## src/source/gpio_pkg.sv

```systemverilog
// Shared constants for the digital I/O peripheral
//   Bus and port widths
//   Register offsets inside a port block
//   Byte base addresses of ports 1 and 2

package gpio_pkg;

  //----------------------------------------------------------------------
  // Bus widths
  //----------------------------------------------------------------------

  localparam ADDR_W = 8;            // Peripheral word address
  localparam DATA_W = 16;           // Peripheral data bus

  //----------------------------------------------------------------------
  // Port geometry
  //----------------------------------------------------------------------

  localparam PORT_W   = 8;          // Pins per port
  localparam NUM_REGS = 7;

  // Register offsets inside a port block
  // Even offsets live in the low byte lane, odd ones in the high lane
  localparam REG_IN  = 0;           // Sampled pins, read only
  localparam REG_OUT = 1;
  localparam REG_DIR = 2;           // Output enables
  localparam REG_IFG = 3;
  localparam REG_IES = 4;           // 1 selects the falling edge
  localparam REG_IE  = 5;
  localparam REG_SEL = 6;

  //----------------------------------------------------------------------
  // Port block byte addresses
  //----------------------------------------------------------------------

  // Each block is eight bytes wide and aligned on eight bytes
  localparam logic [8:0] P1_BASE = 9'h020;
  localparam logic [8:0] P2_BASE = 9'h028;

endpackage

```

## src/source/gpio_bus_decoder.sv

```systemverilog
// Peripheral bus decoder for the I/O ports
//   Matches the word address against both port blocks
//   Builds per-register write and read strobes
//   Merges the port read words onto the bus

`timescale 1ns/1ps

module gpio_bus_decoder (
  input  logic                          per_en,
  input  logic [1:0]                    per_wen,
  input  logic [gpio_pkg::ADDR_W-1:0]   per_addr,
  input  logic [gpio_pkg::DATA_W-1:0]   p1_rdata,
  input  logic [gpio_pkg::DATA_W-1:0]   p2_rdata,
  output logic [gpio_pkg::NUM_REGS-1:0] p1_wr,
  output logic [gpio_pkg::NUM_REGS-1:0] p1_rd,
  output logic [gpio_pkg::NUM_REGS-1:0] p2_wr,
  output logic [gpio_pkg::NUM_REGS-1:0] p2_rd,
  output logic [gpio_pkg::DATA_W-1:0]   per_dout
);

  import gpio_pkg::*;

  // Strobes for the registers held in the addressed word
  // Each register is qualified by the enable of its own byte lane
  function automatic logic [NUM_REGS-1:0] lane_strobes(input logic hit,
                                                       input logic [1:0] woff,
                                                       input logic lo_en,
                                                       input logic hi_en,
                                                       input logic is_wr);
    logic [NUM_REGS-1:0] s;
    for (int r = 0; r < NUM_REGS; r++) begin
      s[r] = hit && (woff == 2'(r / 2)) && ((r % 2 == 1) ? hi_en : lo_en);
      if (is_wr && r == REG_IN) begin
        s[r] = 1'b0;                // IN only follows the pins
      end
    end
    return s;
  endfunction

  //----------------------------------------------------------------------
  // Access type and block match
  //----------------------------------------------------------------------

  logic       wr_lo;
  logic       wr_hi;
  logic       rd_acc;
  logic       p1_hit;
  logic       p2_hit;
  logic [1:0] word_off;

  assign wr_lo  = per_en & per_wen[0];
  assign wr_hi  = per_en & per_wen[1];
  assign rd_acc = per_en & ~|per_wen;

  // Blocks are 8-byte aligned, so the upper word address bits pick the port
  assign p1_hit   = (per_addr[ADDR_W-1:2] == P1_BASE[ADDR_W:3]);
  assign p2_hit   = (per_addr[ADDR_W-1:2] == P2_BASE[ADDR_W:3]);
  assign word_off = per_addr[1:0];

  assign p1_wr = lane_strobes(p1_hit, word_off, wr_lo, wr_hi, 1'b1);
  assign p2_wr = lane_strobes(p2_hit, word_off, wr_lo, wr_hi, 1'b1);
  assign p1_rd = lane_strobes(p1_hit, word_off, rd_acc, rd_acc, 1'b0);
  assign p2_rd = lane_strobes(p2_hit, word_off, rd_acc, rd_acc, 1'b0);

  // Unselected ports return zero, so a plain OR is the read mux
  assign per_dout = p1_rdata | p2_rdata;

  //----------------------------------------------------------------------
  // Checks
  //----------------------------------------------------------------------

  always_comb begin
    // At most one register per lane, i.e. a single word
    a_one_word: assert final ($countones(p1_wr | p1_rd) <= 2 &&
                              $countones(p2_wr | p2_rd) <= 2);
    a_no_mix: assert final (!(|(p1_wr | p2_wr) && |(p1_rd | p2_rd)));
  end

endmodule

```

## src/source/gpio_irq_port.sv

```systemverilog
// Interrupt-capable 8-bit I/O port
//   IN, OUT, DIR, IFG, IES, IE and SEL registers
//   Per-bit edge detection with selectable edge
//   Lane-placed read word and port interrupt line

`timescale 1ns/1ps

module gpio_irq_port (
  input  logic                          mclk,
  input  logic                          puc,
  input  logic [gpio_pkg::NUM_REGS-1:0] wr,
  input  logic [gpio_pkg::NUM_REGS-1:0] rd,
  input  logic [gpio_pkg::DATA_W-1:0]   per_din,
  input  logic [gpio_pkg::PORT_W-1:0]   pin_din,
  output logic [gpio_pkg::PORT_W-1:0]   pin_dout,
  output logic [gpio_pkg::PORT_W-1:0]   pin_dout_en,
  output logic [gpio_pkg::PORT_W-1:0]   pin_sel,
  output logic [gpio_pkg::DATA_W-1:0]   rdata,
  output logic                          irq
);

  import gpio_pkg::*;

  logic [PORT_W-1:0] din_q;         // IN register
  logic [PORT_W-1:0] din_dly;       // IN one cycle later
  logic [PORT_W-1:0] dout_q;
  logic [PORT_W-1:0] dir_q;
  logic [PORT_W-1:0] ifg_q;
  logic [PORT_W-1:0] ies_q;
  logic [PORT_W-1:0] ie_q;
  logic [PORT_W-1:0] sel_q;

  //----------------------------------------------------------------------
  // Write data
  //----------------------------------------------------------------------

  logic [PORT_W-1:0] lo_byte;
  logic [PORT_W-1:0] hi_byte;

  assign lo_byte = per_din[PORT_W-1:0];
  assign hi_byte = per_din[DATA_W-1:PORT_W];

  // Lane comes from the parity of each register offset
  logic [PORT_W-1:0] out_nxt;
  logic [PORT_W-1:0] dir_nxt;
  logic [PORT_W-1:0] ifg_nxt;
  logic [PORT_W-1:0] ies_nxt;
  logic [PORT_W-1:0] ie_nxt;
  logic [PORT_W-1:0] sel_nxt;

  assign out_nxt = REG_OUT[0] ? hi_byte : lo_byte;
  assign dir_nxt = REG_DIR[0] ? hi_byte : lo_byte;
  assign ifg_nxt = REG_IFG[0] ? hi_byte : lo_byte;
  assign ies_nxt = REG_IES[0] ? hi_byte : lo_byte;
  assign ie_nxt  = REG_IE[0]  ? hi_byte : lo_byte;
  assign sel_nxt = REG_SEL[0] ? hi_byte : lo_byte;

  //----------------------------------------------------------------------
  // Registers
  //----------------------------------------------------------------------

  always_ff @(posedge mclk or posedge puc) begin
    if (puc) begin
      dout_q <= '0;
      dir_q  <= '0;
      ies_q  <= '0;
      ie_q   <= '0;
      sel_q  <= '0;
    end else begin
      if (wr[REG_OUT]) dout_q <= out_nxt;
      if (wr[REG_DIR]) dir_q  <= dir_nxt;
      if (wr[REG_IES]) ies_q  <= ies_nxt;
      if (wr[REG_IE])  ie_q   <= ie_nxt;
      if (wr[REG_SEL]) sel_q  <= sel_nxt;
    end
  end

  // Pin sampling and its delayed copy for edge detection
  always_ff @(posedge mclk or posedge puc) begin
    if (puc) begin
      din_q   <= '0;
      din_dly <= '0;
    end else begin
      din_q   <= pin_din;
      din_dly <= din_q;
    end
  end

  //----------------------------------------------------------------------
  // Edge detection and interrupt flags
  //----------------------------------------------------------------------

  logic [PORT_W-1:0] rise;
  logic [PORT_W-1:0] fall;
  logic [PORT_W-1:0] ifg_set;

  assign rise    =  din_q & ~din_dly;
  assign fall    = ~din_q &  din_dly;
  assign ifg_set = (ies_q & fall) | (~ies_q & rise);   // Edge picked per bit

  // A flag edge is never lost, even during a software write
  always_ff @(posedge mclk or posedge puc) begin
    if (puc) begin
      ifg_q <= '0;
    end else if (wr[REG_IFG]) begin
      ifg_q <= ifg_nxt | ifg_set;
    end else begin
      ifg_q <= ifg_q | ifg_set;
    end
  end

  assign irq = |(ie_q & ifg_q);

  assign pin_dout    = dout_q;
  assign pin_dout_en = dir_q;
  assign pin_sel     = sel_q;

  //----------------------------------------------------------------------
  // Read word
  //----------------------------------------------------------------------

  logic [PORT_W-1:0] reg_val [NUM_REGS];

  assign reg_val[REG_IN]  = din_q;
  assign reg_val[REG_OUT] = dout_q;
  assign reg_val[REG_DIR] = dir_q;
  assign reg_val[REG_IFG] = ifg_q;
  assign reg_val[REG_IES] = ies_q;
  assign reg_val[REG_IE]  = ie_q;
  assign reg_val[REG_SEL] = sel_q;

  always_comb begin
    rdata = '0;
    for (int r = 0; r < NUM_REGS; r++) begin
      if (rd[r]) begin
        if (r % 2 == 1) begin
          rdata[DATA_W-1:PORT_W] = rdata[DATA_W-1:PORT_W] | reg_val[r];
        end else begin
          rdata[PORT_W-1:0] = rdata[PORT_W-1:0] | reg_val[r];
        end
      end
    end
  end

  //----------------------------------------------------------------------
  // Checks
  //----------------------------------------------------------------------

  // irq only rises after a caught edge or a write to IFG or IE
  a_irq_cause: assert property (@(posedge mclk) disable iff (puc)
    $rose(irq) |-> $past(|ifg_set || wr[REG_IFG] || wr[REG_IE]));

  a_irq_reset: assert property (@(posedge mclk) puc |-> !irq);

endmodule

```

## src/source/gpio.sv

```systemverilog
// Digital I/O peripheral top level
//   Bus decoder and two interrupt-capable 8-bit ports

`timescale 1ns/1ps

module gpio (
  input  logic                        mclk,
  input  logic                        puc,
  input  logic                        per_en,
  input  logic [1:0]                  per_wen,
  input  logic [gpio_pkg::ADDR_W-1:0] per_addr,
  input  logic [gpio_pkg::DATA_W-1:0] per_din,
  input  logic [gpio_pkg::PORT_W-1:0] p1_din,
  input  logic [gpio_pkg::PORT_W-1:0] p2_din,
  output logic [gpio_pkg::DATA_W-1:0] per_dout,
  output logic [gpio_pkg::PORT_W-1:0] p1_dout,
  output logic [gpio_pkg::PORT_W-1:0] p1_dout_en,
  output logic [gpio_pkg::PORT_W-1:0] p1_sel,
  output logic [gpio_pkg::PORT_W-1:0] p2_dout,
  output logic [gpio_pkg::PORT_W-1:0] p2_dout_en,
  output logic [gpio_pkg::PORT_W-1:0] p2_sel,
  output logic                        irq_port1,
  output logic                        irq_port2
);

  import gpio_pkg::*;

  logic [NUM_REGS-1:0] p1_wr;       // Register strobes per port
  logic [NUM_REGS-1:0] p1_rd;
  logic [NUM_REGS-1:0] p2_wr;
  logic [NUM_REGS-1:0] p2_rd;
  logic [DATA_W-1:0]   p1_rdata;    // Lane-placed read words
  logic [DATA_W-1:0]   p2_rdata;

  gpio_bus_decoder bus_dec0 (
    .per_en   (per_en),
    .per_wen  (per_wen),
    .per_addr (per_addr),
    .p1_rdata (p1_rdata),
    .p2_rdata (p2_rdata),
    .p1_wr    (p1_wr),
    .p1_rd    (p1_rd),
    .p2_wr    (p2_wr),
    .p2_rd    (p2_rd),
    .per_dout (per_dout)
  );

  gpio_irq_port port1 (
    .mclk        (mclk),
    .puc         (puc),
    .wr          (p1_wr),
    .rd          (p1_rd),
    .per_din     (per_din),
    .pin_din     (p1_din),
    .pin_dout    (p1_dout),
    .pin_dout_en (p1_dout_en),
    .pin_sel     (p1_sel),
    .rdata       (p1_rdata),
    .irq         (irq_port1)
  );

  gpio_irq_port port2 (
    .mclk        (mclk),
    .puc         (puc),
    .wr          (p2_wr),
    .rd          (p2_rd),
    .per_din     (per_din),
    .pin_din     (p2_din),
    .pin_dout    (p2_dout),
    .pin_dout_en (p2_dout_en),
    .pin_sel     (p2_sel),
    .rdata       (p2_rdata),
    .irq         (irq_port2)
  );

endmodule

```

## config.mk

```make
export PLATFORM = sky130hd
export DESIGN_NAME = gpio
export DESIGN_NICKNAME = d
export VERILOG_FILES = /design/src/source/gpio_pkg.sv /design/src/source/gpio_bus_decoder.sv /design/src/source/gpio_irq_port.sv /design/src/source/gpio.sv
export SDC_FILE = /design/constraint.sdc
export NUM_CORES = 1
export LEC_CHECK = 0
export BUFFER_PORTS_ARGS = -buffer_cell sky130_fd_sc_hd__buf_2
export CAP_MARGIN = 20
export CORE_MARGIN = 2
export CORE_UTILIZATION = 45
export CTS_CLUSTER_DIAMETER = 100
export DETAILED_ROUTE_END_ITERATION = 12
export HOLD_SLACK_MARGIN = 0.02
export PLACE_DENSITY = 0.74
export SYNTH_ARGS = -nofsm -noshare
export SYNTH_HDL_FRONTEND = slang
export SYNTH_SLANG_ARGS = --single-unit
export TNS_END_PERCENT = 30
```

## constraint.sdc

```tcl
create_clock -name mclk -period 4.2 [get_ports mclk]
set_input_delay 0.42 -clock mclk [delete_from_list [all_inputs] [get_ports mclk]]
set_output_delay 0.42 -clock mclk [all_outputs]
set_load 0.02 [all_outputs]
```

==> metrics.md <==
| Metric | Value |
|---|---|
| Outcome | completed |
| Critical setup path kind | primary input to primary output |
| Yosys top cell by area | dfrtp_1 |
| Layout Nets | 599 |
| IO buf count | 110 |
| Most frequent cells in the layout | dfrtp_1, buf_2, mux2_2 |
| Resize count post-CTS | 0 |
| Total CTS buffers | 17 |
| Crit path cell chain | buf_2, or4b_4, nor3_4, a22oi_1, nor2_1, buf_2 |
| Hold path cells | 1 |
| Comb power frac | 7.3% |
| RSZ-0062 raised after global routing | no |
| Switching power total | 682 uW |
| First-pass GRT wire length | 23.9 mm |
| Syn Inst Count | 440 |
| Vias | 4210 |
| Std cell rows | 41 |
| Synth warn | 0 |
| Max clock buf depth | 2 |
| Least-Margin Pin Slew | 0.944 ns |
| Sum Neg Setup Slack | 0 ns |
| Worst Path Arrival | 2.48 ns |
| # IOs | 111 |
| Area share of fa/ha/maj cells after synthesis | 0% |
| Wire per inst | 20.4 um |
| Pre-antenna DRT Iters | 5 |
| Die H | 118 um |
| Critical Path Most Common Cell | buf_2 |
| Area grow syn2layout | 22.2% |
| Synthesized area | 5840 um2 |
| Clock power share | 48.4% |
| DP Area | 6550 um2 |
| Die width | 118 um |
| Largest family of logic cells by synthesized area | multiplexers |
| Worst reg2reg path depth | 4 |
| Synthesized Nets | 485 |
| Core area | 12600 um2 |
| WHS | 0.103 ns |
| R2R Path Start | port1.ies_q[5]$_DFFE_PP0P_ |
| Worst Hold Endpoint | port1.din_q[6]$_DFF_PP0_ |
| Max Fclk | 0.345 GHz |
| #FFs+latches synth | 128 |
| Hold Crit Class | primary input to flop |
| Initial Util | 46.2% |
| Pin count of the biggest net entering global routing | 51 |
| Mux cell area share after synthesis | 27.3% |
| Worst path max stage delay | 0.74 ns |
| Setup crit end kind | primary output |
| DR iter-0 viols | 266 |
| Max Cap Viol | 0 |
| Min Tclk post-route | 2.90 ns |
| Area contributors post-synth | dfrtp_1, mux2_2, mux4_2 |
| CTS root buffer | clkbuf_16 |
| DRC Markers | 0 |
| CTS tree | built |
| Initial antenna violation count | 0 |
| CP Data Required Time | 3.78 ns |
| FF-to-FF End | port1.ifg_q[5]$_DFF_PP0_ |
| Die ar. | 13900 um2 |
| Gr ovfl total | 0 |
| Largest fanout on the critical path | 15 |
| Yosys top cell area share | 54.9% |
| Clk_lat worst skew | 0.42 ns |
| Hold path start | p1_din[6] |
| Final setup violation count | 0 |
| GRT busiest layer | met2 |
| Share of cells above drive strength 1 | 45.7% |
| CP max stage cell | nor3_4 |
| Avg Inst Size Synth | 13.3 um2 |
| Distinct cell type count after synthesis | 36 |
| FF-to-FF setup slack | 3.18 ns |
| Antenna Nets Post-Route | 0 |
| Final Hold Viols | 0 |
| Vias per cell | 5.70 |
| Total Routed Length | 15.1 mm |
| Leak | 0.00354 uW |
| Most common cell after layout, fill and taps aside | dfrtp_1 |
| Vias in the first global route | 4365 |
| Rel. slew slack | 36.9% |
| P_int | 2260 uW |
| Cell area after layout | 7130 um2 |
| Sequential power share | 44.3% |
| Crit path buf inv count | 2 |
| Pins Over Slew Limit | 0 |
| Clock transition at the registers of the reported paths | 0.06 ns |
| Post-synthesis xor/xnor area fraction | 0% |
| Fin crit share | 69.0% |
| Total GRT Usage | 22.8% |
| Synth Area in Simple Gates | 9.99% |
| Final Skew | 0.0118 ns |
| Met2 Track Usage GR | 36.6% |
| H-tree Lvls | 4 |
| Worst vdd ir | 294 uV |
| Clock sinks | 128 |
| CP top delay family | simple AND/OR/NAND/NOR gates |
| Sw Share | 23.2% |
| PwrDens | 412 nW/um2 |
| Met1 usage | 28.3% |
| GP Congestion | 0.833 |
| Crit start category | primary input |
| Post-synthesis compound-gate area fraction | 6.13% |
| DP Wirelength | 10.3 mm |
| N_diodes | 0 |
| Met3 GRT Util | 8.24% |
| Seq/Total Area, Yosys | 54.9% |
-- worst register-to-register path, stage by stage (launching register included) --
cell,delay (ns)
dfrtp_1,0.40
nand2_1,0.08
nor2_1,0.04
a21oi_1,0.28
nand2_1,0.10
-- flip-flops by register name, summed over array words and instances (netlist names) --
register and count:
port1.ies_q 8, port1.din_dly 8, port2.ies_q 8, port1.din_q 8
port2.ifg_q 8, port1.ie_q 8, port2.din_q 8, port2.pin_sel 8
port2.pin_dout_en 8, port1.pin_dout_en 8, port1.ifg_q 8, port2.ie_q 8
port2.pin_dout 8, port1.pin_dout 8, port1.pin_sel 8, port2.din_dly 8
-- synthesized netlist by cell type --
library cell,n
inv_1,4
nor3_1,2
nor4b_1,1
a21oi_1,17
mux2i_1,25
nor2_1,45
or3_1,1
nand2_2,1
a221o_1,1
a22oi_1,20
o2bb2ai_1,4
dfrtp_1,128
or4_1,1
nand3_2,4
o21ai_0,3
nand4_4,2
a222oi_1,2
nand4b_1,1
nor3b_1,2
nand4_1,3
nor3_4,2
nand3_1,2
nor2b_1,5
buf_2,9
a221oi_1,3
nand4_2,2
o32ai_1,1
a211oi_1,1
and2_1,2
mux2_2,85
nand2_1,31
mux4_2,17
clkbuf_1,10
or4b_4,1
or3b_2,1
buf_1,1
-- worst max-delay path by stage --
stage                     cells after the start  slack, ns   startpoint                    endpoint
after floorplan                               1       0.37          puc  port1.din_dly[0]$_DFF_PP0_
after global placement                        5       1.31  per_addr[1]    port1.ifg_q[5]$_DFF_PP0_
after detailed placement                      5       1.25  per_addr[1]    port1.ifg_q[2]$_DFF_PP0_
after CTS                                     6       1.32  per_addr[5]                per_dout[12]
after global routing                          6       1.18  per_addr[1]                per_dout[13]
final                                         6       1.30  per_addr[5]                per_dout[12]
-- power groups by stage --
| stage | Sequential, uW | Clock (uW) | Combinational (uW) |
|---|---|---|---|
| CTS | 1300 | 1450 | 217 |
| global placement | 1320 | 0 | 210 |
| finish | 1300 | 1420 | 215 |
| floorplan | 1330 | 0 | 120 |
| global route | 1310 | 1510 | 234 |
| detailed placement | 1320 | 0 | 214 |
-- per-stage QoR --
step	utilization [%]	power (uW)	worst slack (ns)	instances
after detailed placement	51.9	1540	1.25	706
after floorplan	-	1450	0.367	440
final	56.5	2940	1.30	739
after global routing	56.5	3050	1.18	739
after global placement	51.9	1530	1.31	706
after CTS	56.5	2970	1.32	739
-- final cells by class --
type,instances,area [um2]
Clock buffer,22,464
Clock inverter,10,111
Fill cell,1088,5490
Inverter,4,17.5
Multi-Input combinational cell,288,2530
Sequential cell,128,3200
Tap cell,172,215
Timing Repair Buffer,115,591
-- metal layers --
metal	vias to the layer above	wire length, um	share of wire, %
met3	21	1090	7.2
met2	168	7330	49
met1	2165	6300	42
met5	-	0	0
li1	1856	-	-
met4	0	365	2.4
-- cells by family after synthesis --
logic type	count (synthesis)
AO/OA/AOI/OAI	52
buffers and inverters	24
flip-flops	128
multiplexers	127
AND/OR/NAND/NOR	109
-- repair_timing --
item,in CTS,in global routing
setup buffers,0,0
hold endpoints to repair,32,0
hold buffers,1,0
endpoints found under the setup margin,0,0
Power figures use the tool's default switching activity.
